==> src/hw/iu_pkg.sv <==
package iu_pkg;

  // Datapath and register file widths
  localparam int XLEN      = 32;
  localparam int PREG_W    = 6;

  // One quotient bit per iteration
  localparam int DIV_ITERS = 32;

  typedef logic [XLEN-1:0]   data_t;
  typedef logic [PREG_W-1:0] preg_t;

  // Op code from decode picks the unit on its own
  typedef enum logic [4:0] {
    FN_ADD   = 5'd0,
    FN_SUB   = 5'd1,
    FN_AND   = 5'd2,
    FN_OR    = 5'd3,
    FN_XOR   = 5'd4,
    FN_SLL   = 5'd5,
    FN_SRL   = 5'd6,
    FN_SRA   = 5'd7,
    FN_SLT   = 5'd8,
    FN_SLTU  = 5'd9,
    FN_MUL   = 5'd10,
    FN_MULH  = 5'd11,
    FN_MULHU = 5'd12,
    FN_DIV   = 5'd13,
    FN_DIVU  = 5'd14,
    FN_REM   = 5'd15,
    FN_REMU  = 5'd16
  } iu_func_e;

  // Divider FSM
  typedef enum logic [1:0] {
    DIV_IDLE = 2'd0,
    DIV_ITER = 2'd1,
    DIV_DONE = 2'd2
  } div_state_e;

endpackage

==> src/hw/iu_ex1_if.sv <==
`timescale 1ns/10ps

interface iu_ex1_if;
  import iu_pkg::*;

  logic     inst_vld;
  iu_func_e func;
  data_t    src0;
  data_t    src1;
  preg_t    dst_preg;

  modport src (
    output inst_vld,
    output func,
    output src0,
    output src1,
    output dst_preg
  );

  modport unit (
    input inst_vld,
    input func,
    input src0,
    input src1,
    input dst_preg
  );

endinterface

==> src/hw/iu_alu.sv <==
`timescale 1ns/10ps

module iu_alu (
  iu_ex1_if.unit         ex1,
  output logic           alu_vld,
  output iu_pkg::data_t  alu_rslt
);
  import iu_pkg::*;

  logic       alu_op;
  logic [4:0] shamt;
  logic       lt_s;
  logic       lt_u;

  assign alu_op = ex1.func inside {FN_ADD, FN_SUB, FN_AND, FN_OR, FN_XOR,
                                   FN_SLL, FN_SRL, FN_SRA, FN_SLT, FN_SLTU};

  assign alu_vld = ex1.inst_vld && alu_op;

  // Only the low five bits count for shifts
  assign shamt = ex1.src1[4:0];

  assign lt_s = $signed(ex1.src0) < $signed(ex1.src1);
  assign lt_u = ex1.src0 < ex1.src1;

  always_comb begin
    case (ex1.func)
      FN_ADD: begin
        alu_rslt = ex1.src0 + ex1.src1;
      end
      FN_SUB: begin
        alu_rslt = ex1.src0 - ex1.src1;
      end
      FN_AND: begin
        alu_rslt = ex1.src0 & ex1.src1;
      end
      FN_OR: begin
        alu_rslt = ex1.src0 | ex1.src1;
      end
      FN_XOR: begin
        alu_rslt = ex1.src0 ^ ex1.src1;
      end
      FN_SLL: begin
        alu_rslt = ex1.src0 << shamt;
      end
      FN_SRL: begin
        alu_rslt = ex1.src0 >> shamt;
      end
      FN_SRA: begin
        alu_rslt = data_t'($signed(ex1.src0) >>> shamt);
      end
      FN_SLT: begin
        alu_rslt = data_t'(lt_s);
      end
      FN_SLTU: begin
        alu_rslt = data_t'(lt_u);
      end
      default: begin
        alu_rslt = '0;
      end
    endcase
  end

endmodule

==> src/hw/iu_mul.sv <==
`timescale 1ns/10ps

module iu_mul (
  input  logic           forever_cpuclk,
  input  logic           rst,
  input  logic           flush,
  iu_ex1_if.unit         ex1,
  output logic           mul_ex2_vld,
  output iu_pkg::preg_t  mul_ex2_preg,
  output iu_pkg::data_t  mul_ex2_rslt
);
  import iu_pkg::*;

  logic                        mul_issue;
  logic                        src0_sign;
  logic                        src1_sign;
  logic signed [2*XLEN-1:0]    op0;
  logic signed [2*XLEN-1:0]    op1;
  logic signed [2*XLEN-1:0]    prod;
  data_t                       prod_sel;

  assign mul_issue = ex1.inst_vld && (ex1.func inside {FN_MUL, FN_MULH, FN_MULHU});

  // Only MULH sign-extends its operands
  assign src0_sign = (ex1.func == FN_MULH) && ex1.src0[XLEN-1];
  assign src1_sign = (ex1.func == FN_MULH) && ex1.src1[XLEN-1];

  assign op0  = {{XLEN{src0_sign}}, ex1.src0};
  assign op1  = {{XLEN{src1_sign}}, ex1.src1};
  assign prod = op0 * op1;

  assign prod_sel = (ex1.func == FN_MUL) ? prod[XLEN-1:0] : prod[2*XLEN-1:XLEN];

  always_ff @(posedge forever_cpuclk) begin
    if (rst) begin
      mul_ex2_vld <= 1'b0;
    end else if (flush) begin
      mul_ex2_vld <= 1'b0;
    end else begin
      mul_ex2_vld <= mul_issue;
    end
  end

  // EX2 payload
  always_ff @(posedge forever_cpuclk) begin
    if (mul_issue) begin
      mul_ex2_preg <= ex1.dst_preg;
      mul_ex2_rslt <= prod_sel;
    end
  end

endmodule

==> src/hw/iu_div.sv <==
`timescale 1ns/10ps

module iu_div (
  input  logic           forever_cpuclk,
  input  logic           rst,
  input  logic           flush,
  iu_ex1_if.unit         ex1,
  output logic           div_busy,
  output logic           div_vld,
  output iu_pkg::preg_t  div_preg,
  output iu_pkg::data_t  div_rslt
);
  import iu_pkg::*;

  typedef logic [$clog2(DIV_ITERS)-1:0] cnt_t;

  div_state_e                     state;
  cnt_t                           cnt;
  logic                           div_op;
  logic                           div_start;
  logic                           op_signed;
  logic                           op_rem;
  logic                           src0_neg;
  logic                           src1_neg;
  data_t                          src0_abs;
  data_t                          src1_abs;

  data_t                          quo;
  data_t                          rem;
  data_t                          dvsr;
  logic                           q_neg;
  logic                           r_neg;
  logic                           is_rem;

  logic [XLEN:0]                  rem_shift;
  logic                           step_ge;
  data_t                          rem_next;
  data_t                          quo_next;
  data_t                          q_fix;
  data_t                          r_fix;

  assign div_op    = ex1.func inside {FN_DIV, FN_DIVU, FN_REM, FN_REMU};
  assign div_start = ex1.inst_vld && div_op && (state == DIV_IDLE);

  assign op_signed = (ex1.func == FN_DIV) || (ex1.func == FN_REM);
  assign op_rem    = (ex1.func == FN_REM) || (ex1.func == FN_REMU);

  assign src0_neg = op_signed && ex1.src0[XLEN-1];
  assign src1_neg = op_signed && ex1.src1[XLEN-1];
  assign src0_abs = src0_neg ? -ex1.src0 : ex1.src0;
  assign src1_abs = src1_neg ? -ex1.src1 : ex1.src1;

  assign div_busy = (state == DIV_ITER) || (state == DIV_DONE);

  always_ff @(posedge forever_cpuclk) begin
    if (rst) begin
      state   <= DIV_IDLE;
      cnt     <= '0;
      div_vld <= 1'b0;
    end else if (flush) begin
      state   <= DIV_IDLE;
      div_vld <= 1'b0;
    end else begin
      div_vld <= (state == DIV_DONE);
      case (state)
        DIV_IDLE: begin
          if (div_start) begin
            state <= DIV_ITER;
            cnt   <= '0;
          end
        end
        DIV_ITER: begin
          cnt <= cnt + cnt_t'(1);
          if (cnt == cnt_t'(DIV_ITERS - 1)) begin
            state <= DIV_DONE;
          end
        end
        DIV_DONE: begin
          state <= DIV_IDLE;
        end
        default: begin
          state <= DIV_IDLE;
        end
      endcase
    end
  end

  // Restoring step shifts dividend bits out of quo into rem
  assign rem_shift = {rem, quo[XLEN-1]};
  assign step_ge   = rem_shift >= {1'b0, dvsr};
  assign rem_next  = step_ge ? (rem_shift[XLEN-1:0] - dvsr) : rem_shift[XLEN-1:0];
  assign quo_next  = {quo[XLEN-2:0], step_ge};

  // MIN / -1 gives MIN because 0x80000000 is its own magnitude
  assign q_fix = q_neg ? -quo : quo;
  assign r_fix = r_neg ? -rem : rem;

  always_ff @(posedge forever_cpuclk) begin
    if (div_start) begin
      quo      <= src0_abs;
      dvsr     <= src1_abs;
      rem      <= '0;
      // Divide by zero keeps the all-ones quotient unsigned
      q_neg    <= (src0_neg ^ src1_neg) && (ex1.src1 != '0);
      r_neg    <= src0_neg;
      is_rem   <= op_rem;
      div_preg <= ex1.dst_preg;
    end else if (state == DIV_ITER) begin
      quo <= quo_next;
      rem <= rem_next;
    end
    if (state == DIV_DONE) begin
      div_rslt <= is_rem ? r_fix : q_fix;
    end
  end

  // Decode holds off while the stall is up
  a_no_issue_busy: assert property (
    @(posedge forever_cpuclk) disable iff (rst)
    div_busy |-> !ex1.inst_vld
  );

endmodule

==> src/hw/iu_ctrl.sv <==
`timescale 1ns/10ps

module iu_ctrl (
  input  logic           forever_cpuclk,
  input  logic           rst,
  input  logic           flush,
  input  iu_pkg::preg_t  ex1_dst_preg,
  input  logic           alu_vld,
  input  iu_pkg::data_t  alu_rslt,
  input  logic           mul_ex2_vld,
  input  iu_pkg::preg_t  mul_ex2_preg,
  input  iu_pkg::data_t  mul_ex2_rslt,
  input  logic           div_busy,
  input  logic           div_vld,
  input  iu_pkg::preg_t  div_preg,
  input  iu_pkg::data_t  div_rslt,
  output logic           ex1_stall,
  output logic           ex1_fwd_vld,
  output iu_pkg::preg_t  ex1_fwd_preg,
  output iu_pkg::data_t  ex1_fwd_data,
  output logic           wb_vld,
  output iu_pkg::preg_t  wb_preg,
  output iu_pkg::data_t  wb_data
);
  import iu_pkg::*;

  logic  alu_ex2_vld;
  preg_t alu_ex2_preg;
  data_t alu_ex2_rslt;

  // ALU result is ready in EX1
  assign ex1_fwd_vld  = alu_vld;
  assign ex1_fwd_preg = ex1_dst_preg;
  assign ex1_fwd_data = alu_rslt;

  assign ex1_stall = div_busy;

  always_ff @(posedge forever_cpuclk) begin
    if (rst) begin
      alu_ex2_vld <= 1'b0;
    end else begin
      alu_ex2_vld <= alu_vld && !flush;
    end
  end

  always_ff @(posedge forever_cpuclk) begin
    if (alu_vld) begin
      alu_ex2_preg <= ex1_dst_preg;
      alu_ex2_rslt <= alu_rslt;
    end
  end

  // Single writeback port
  assign wb_vld = alu_ex2_vld || mul_ex2_vld || div_vld;

  always_comb begin
    wb_preg = '0;
    wb_data = '0;
    if (alu_ex2_vld) begin
      wb_preg = alu_ex2_preg;
      wb_data = alu_ex2_rslt;
    end else if (mul_ex2_vld) begin
      wb_preg = mul_ex2_preg;
      wb_data = mul_ex2_rslt;
    end else if (div_vld) begin
      wb_preg = div_preg;
      wb_data = div_rslt;
    end
  end

  a_wb_onehot: assert property (
    @(posedge forever_cpuclk) disable iff (rst)
    $onehot0({alu_ex2_vld, mul_ex2_vld, div_vld})
  );

endmodule

==> src/hw/iu_top.sv <==
`timescale 1ns/10ps

module iu_top (
  input  logic              forever_cpuclk,
  input  logic              rst,
  input  logic              flush,
  input  logic              ex1_inst_vld,
  input  iu_pkg::iu_func_e  ex1_func,
  input  iu_pkg::data_t     ex1_src0,
  input  iu_pkg::data_t     ex1_src1,
  input  iu_pkg::preg_t     ex1_dst_preg,
  output logic              ex1_stall,
  output logic              ex1_fwd_vld,
  output iu_pkg::preg_t     ex1_fwd_preg,
  output iu_pkg::data_t     ex1_fwd_data,
  output logic              wb_vld,
  output iu_pkg::preg_t     wb_preg,
  output iu_pkg::data_t     wb_data
);
  import iu_pkg::*;

  logic  alu_vld;
  data_t alu_rslt;
  logic  mul_ex2_vld;
  preg_t mul_ex2_preg;
  data_t mul_ex2_rslt;
  logic  div_busy;
  logic  div_vld;
  preg_t div_preg;
  data_t div_rslt;

  iu_ex1_if x_iu_ex1_if ();

  // EX1 bundle from decode
  assign x_iu_ex1_if.inst_vld = ex1_inst_vld;
  assign x_iu_ex1_if.func     = ex1_func;
  assign x_iu_ex1_if.src0     = ex1_src0;
  assign x_iu_ex1_if.src1     = ex1_src1;
  assign x_iu_ex1_if.dst_preg = ex1_dst_preg;

  iu_alu x_iu_alu (
    .ex1      (x_iu_ex1_if),
    .alu_vld  (alu_vld),
    .alu_rslt (alu_rslt)
  );

  iu_mul x_iu_mul (
    .forever_cpuclk (forever_cpuclk),
    .rst            (rst),
    .flush          (flush),
    .ex1            (x_iu_ex1_if),
    .mul_ex2_vld    (mul_ex2_vld),
    .mul_ex2_preg   (mul_ex2_preg),
    .mul_ex2_rslt   (mul_ex2_rslt)
  );

  iu_div x_iu_div (
    .forever_cpuclk (forever_cpuclk),
    .rst            (rst),
    .flush          (flush),
    .ex1            (x_iu_ex1_if),
    .div_busy       (div_busy),
    .div_vld        (div_vld),
    .div_preg       (div_preg),
    .div_rslt       (div_rslt)
  );

  iu_ctrl x_iu_ctrl (
    .forever_cpuclk (forever_cpuclk),
    .rst            (rst),
    .flush          (flush),
    .ex1_dst_preg   (ex1_dst_preg),
    .alu_vld        (alu_vld),
    .alu_rslt       (alu_rslt),
    .mul_ex2_vld    (mul_ex2_vld),
    .mul_ex2_preg   (mul_ex2_preg),
    .mul_ex2_rslt   (mul_ex2_rslt),
    .div_busy       (div_busy),
    .div_vld        (div_vld),
    .div_preg       (div_preg),
    .div_rslt       (div_rslt),
    .ex1_stall      (ex1_stall),
    .ex1_fwd_vld    (ex1_fwd_vld),
    .ex1_fwd_preg   (ex1_fwd_preg),
    .ex1_fwd_data   (ex1_fwd_data),
    .wb_vld         (wb_vld),
    .wb_preg        (wb_preg),
    .wb_data        (wb_data)
  );

endmodule

==> config.mk <==
export PLATFORM = sky130hd
export DESIGN_NAME = iu_top
export DESIGN_NICKNAME = d
export VERILOG_FILES = /design/src/hw/iu_pkg.sv /design/src/hw/iu_ex1_if.sv /design/src/hw/iu_alu.sv /design/src/hw/iu_mul.sv /design/src/hw/iu_div.sv /design/src/hw/iu_ctrl.sv /design/src/hw/iu_top.sv
export SDC_FILE = /design/constraint.sdc
export NUM_CORES = 2
export LEC_CHECK = 0
export BUFFER_PORTS_ARGS = -buffer_cell sky130_fd_sc_hd__buf_2
export CAP_MARGIN = 20
export CORE_ASPECT_RATIO = 0.8
export CORE_MARGIN = 3
export CORE_UTILIZATION = 55
export CTS_BUF_LIST = sky130_fd_sc_hd__clkbuf_2
export CTS_CLUSTER_SIZE = 10
export DETAILED_ROUTE_END_ITERATION = 12
export PLACE_DENSITY = 0.78
export SYNTH_ARGS = -nofsm -noshare
export SYNTH_HDL_FRONTEND = slang
export SYNTH_HIERARCHICAL = 1
export SYNTH_SLANG_ARGS = --single-unit
==> constraint.sdc <==
create_clock -name forever_cpuclk -period 10.2 [get_ports forever_cpuclk]
set_input_delay 1.02 -clock forever_cpuclk [delete_from_list [all_inputs] [get_ports forever_cpuclk]]
set_output_delay 1.02 -clock forever_cpuclk [all_outputs]
set_load 0.01 [all_outputs]
==> reports/results.txt <==
final hold vios = 0
crit path kind = input pin to register
Post-synth top cells = inv_1 (1284), fa_1 (1128), nand2_1 (968)
Post-Syn Area = 0.0606 mm^2
CTS tree = done
crit start category = input pin
fmax = 0.107 GHz
worst hold path class = input pin to register
core area = 0.109 mm^2
Slew @ Worst Pin = 1.23 ns
Multi-input gate area = 0.0474 mm^2
IO Count = 158
die area = 0.114 mm^2
detailed-route wire length = 208000 um
Setup Fix Bufs, Post-CTS = 0
clock skew = 0.115 ns
DRC = 0
CP Capture Type = register
drt first pass iters = 7
register area = 0.00628 mm^2
min Tclk post-route = 9.32 ns
Area Growth Syn to Fin = 3.51%
clock root cell = clkbuf_2
Synth Flop Type = edfxtp_1
Slew headroom = 0.180
post-cts repair resize count = 0
Yosys top cell area share = 0.373
number of global-route vias before repair = 52.8k
RD Place Congestion = 1.03
GRT overflow = 0
WL/cell = 25.0 um
Initial Utilization = 0.556
busiest layer in global routing = met2
sequential element share of the synthesized area = 0.104
hold_ws = 0.272 ns
clock buffer depth = 3
top cells by area, synth = fa_1 (37%), edfxtp_1 (9.0%), inv_1 (8.0%)
fin crit share = 0.914
Max FO, Critical Path = 25
max-slew violations = 0
CP Data Required Time = 10.86 ns
count of hold-fix buffers inserted at cts = 0
leading area contributor after synthesis = fa_1
Vias = 50.9k
RSZ-0062 raised after global routing = no
CTS clk-pin slew, worst paths = 0.12 ns
met3 Use GR = 0.114
Final HPWL DP = 161000 um
Vias/cell = 6.12
TritonCTS Buffers = 59
chip height = 303 um
All-Layer GR Usage = 0.365
Final ANT Viol Nets = 0
Nets = 8385
initial antenna violation count = 17
clk sinks = 223
syn nets = 8466
final setup TNS = 0 ns
Warnings, synthesis = 6
# rows = 108
GR Util met2 = 0.547
Async S/R FF share, synth = 0
initial drt markers = 5810
layout cells sized above 1 = 0.0832
largest net degree at the start of global routing = 78
status = complete, no violations
M1 GR Usage = 0.481
FILL cells = 9661
cell count after synthesis = 6906
Netlist cell types = 112
I/O Buffers = 157
Post-synth EDFFs = 181
most common cell in the netlist = inv_1
synthesized area per cell = 8.77 um^2
final setup vio count = 0
arrival time at the worst endpoint = 9.98 ns
MaxCap Viol Count = 0
H-tree Lvls = 2
worst skew pair latency = 1.05 ns
first-pass GRT wire length = 316000 um
post-synthesis register bit count = 223
Die Wd = 377 um
[cell usage in the layout, fill, tap and decap left out, types with 49 or more instances in the layout]
master    netlist  layout
a211oi_1       54      54
a21o_1         54      54
a21oi_1       334     334
a21oi_2        63      63
and2_1        332     332
buf_2          22     154
buf_4          48     133
clkbuf_2        0      87
edfxtp_1      181     181
fa_1         1128    1128
ha_1          353     353
inv_1        1284    1282
mux2i_1        58      58
nand2_1       968     968
nand3_1        49      49
nor2_1        317     317
nor2b_1        66      65
nor3_1         69      69
o21ai_0       238     237
xnor2_1       159     159
xor2_1         86      86
[path summary, 6_finish.rpt]
| kind | start | to | slack, ns | depth (start not counted) |
|---|---|---|---|---|
| worst max-delay path | ex1_func[1] | x_iu_mul/mul_ex2_rslt[30] | 0.88 | 26 |
| worst min-delay path | ex1_dst_preg[3] | x_iu_mul/mul_ex2_preg[3] | 0.27 | 1 |
| worst max register to register | x_iu_div/rem[23] | x_iu_div/rem[22] | 6.30 | 11 |
| worst min register to register | x_iu_div/state[1] | x_iu_div/state[1] | 0.56 | 2 |
[cell families (layout without fill, tap and decap cells)]
logic type,after synthesis,count (layout),synth area share
and+or+nand+nor,2050,2050,0.159
buffers and inverters,1719,1687,0.115
adders and majority gates,1481,1481,0.446
AOI/OAI and AO/OA,1074,1074,0.115
xor gates and xnor gates,245,245,0.0354
DFF,223,223,0.104
muxes,114,114,0.0271
other,0,11,0
[state kept, by name, indices dropped and copies added, names as in the netlist, 2 cells and up]
signal / flops
x_iu_mul/mul_ex2_rslt: 32
x_iu_div/rem: 32
x_iu_div/div_preg: 6
x_iu_div/quo: 32
x_iu_mul/mul_ex2_preg: 6
x_iu_div/cnt: 5
x_iu_ctrl/alu_ex2_rslt: 32
x_iu_div/state: 2
x_iu_div/div_rslt: 32
x_iu_div/dvsr: 32
x_iu_ctrl/alu_ex2_preg: 6
[worst max-delay path, stage by stage]
cell,delay [ns]
buf_2,0.16
nor2b_1,0.28
and2_1,0.28
and3_1,0.45
buf_4,0.37
and2_1,0.19
fa_1,0.47
fa_1,0.56
fa_1,0.52
inv_1,0.46
fa_1,0.53
fa_1,0.51
fa_1,0.58
fa_1,0.43
fa_1,0.48
inv_1,0.04
ha_1,0.42
nand2_1,0.14
nor3_1,0.28
nand3_1,0.13
a311oi_1,0.39
nor3_1,0.15
o31ai_2,0.56
o221ai_1,0.23
a21boi_0,0.22
o31ai_1,0.10
[layer usage]
metal,wire length (um),up-vias
met1,79000,25300
met2,88800,3328
met3,27500,697
li1,-,21500
met5,95,-
met4,12400,12
[cell type report]
cell class	instances	area share
inverters	1287	0.0770
repair buffers	290	0.0291
clock inverters	24	0.00192
well taps	1430	0.0285
clock buffers	86	0.00686
multi-input cells	4964	0.756
diodes	11	0.000439
flip-flops and latches	223	0.100
[metrics by stage]
step                      setup WS [ns]  cell area [um^2]  instances  utilization
after global routing              0.620             62700       8309        0.576
after floorplan                    1.39             60600       6906            -
after CTS                         0.980             62600       8302        0.575
final                             0.881             62700       8315        0.576
after detailed placement        -0.0295             62100       8192        0.570
after global placement            0.228             62100       8191        0.570
Power is not shown: default switching activity piles up to over one toggle a cycle in this logic, so the estimate is an artifact.
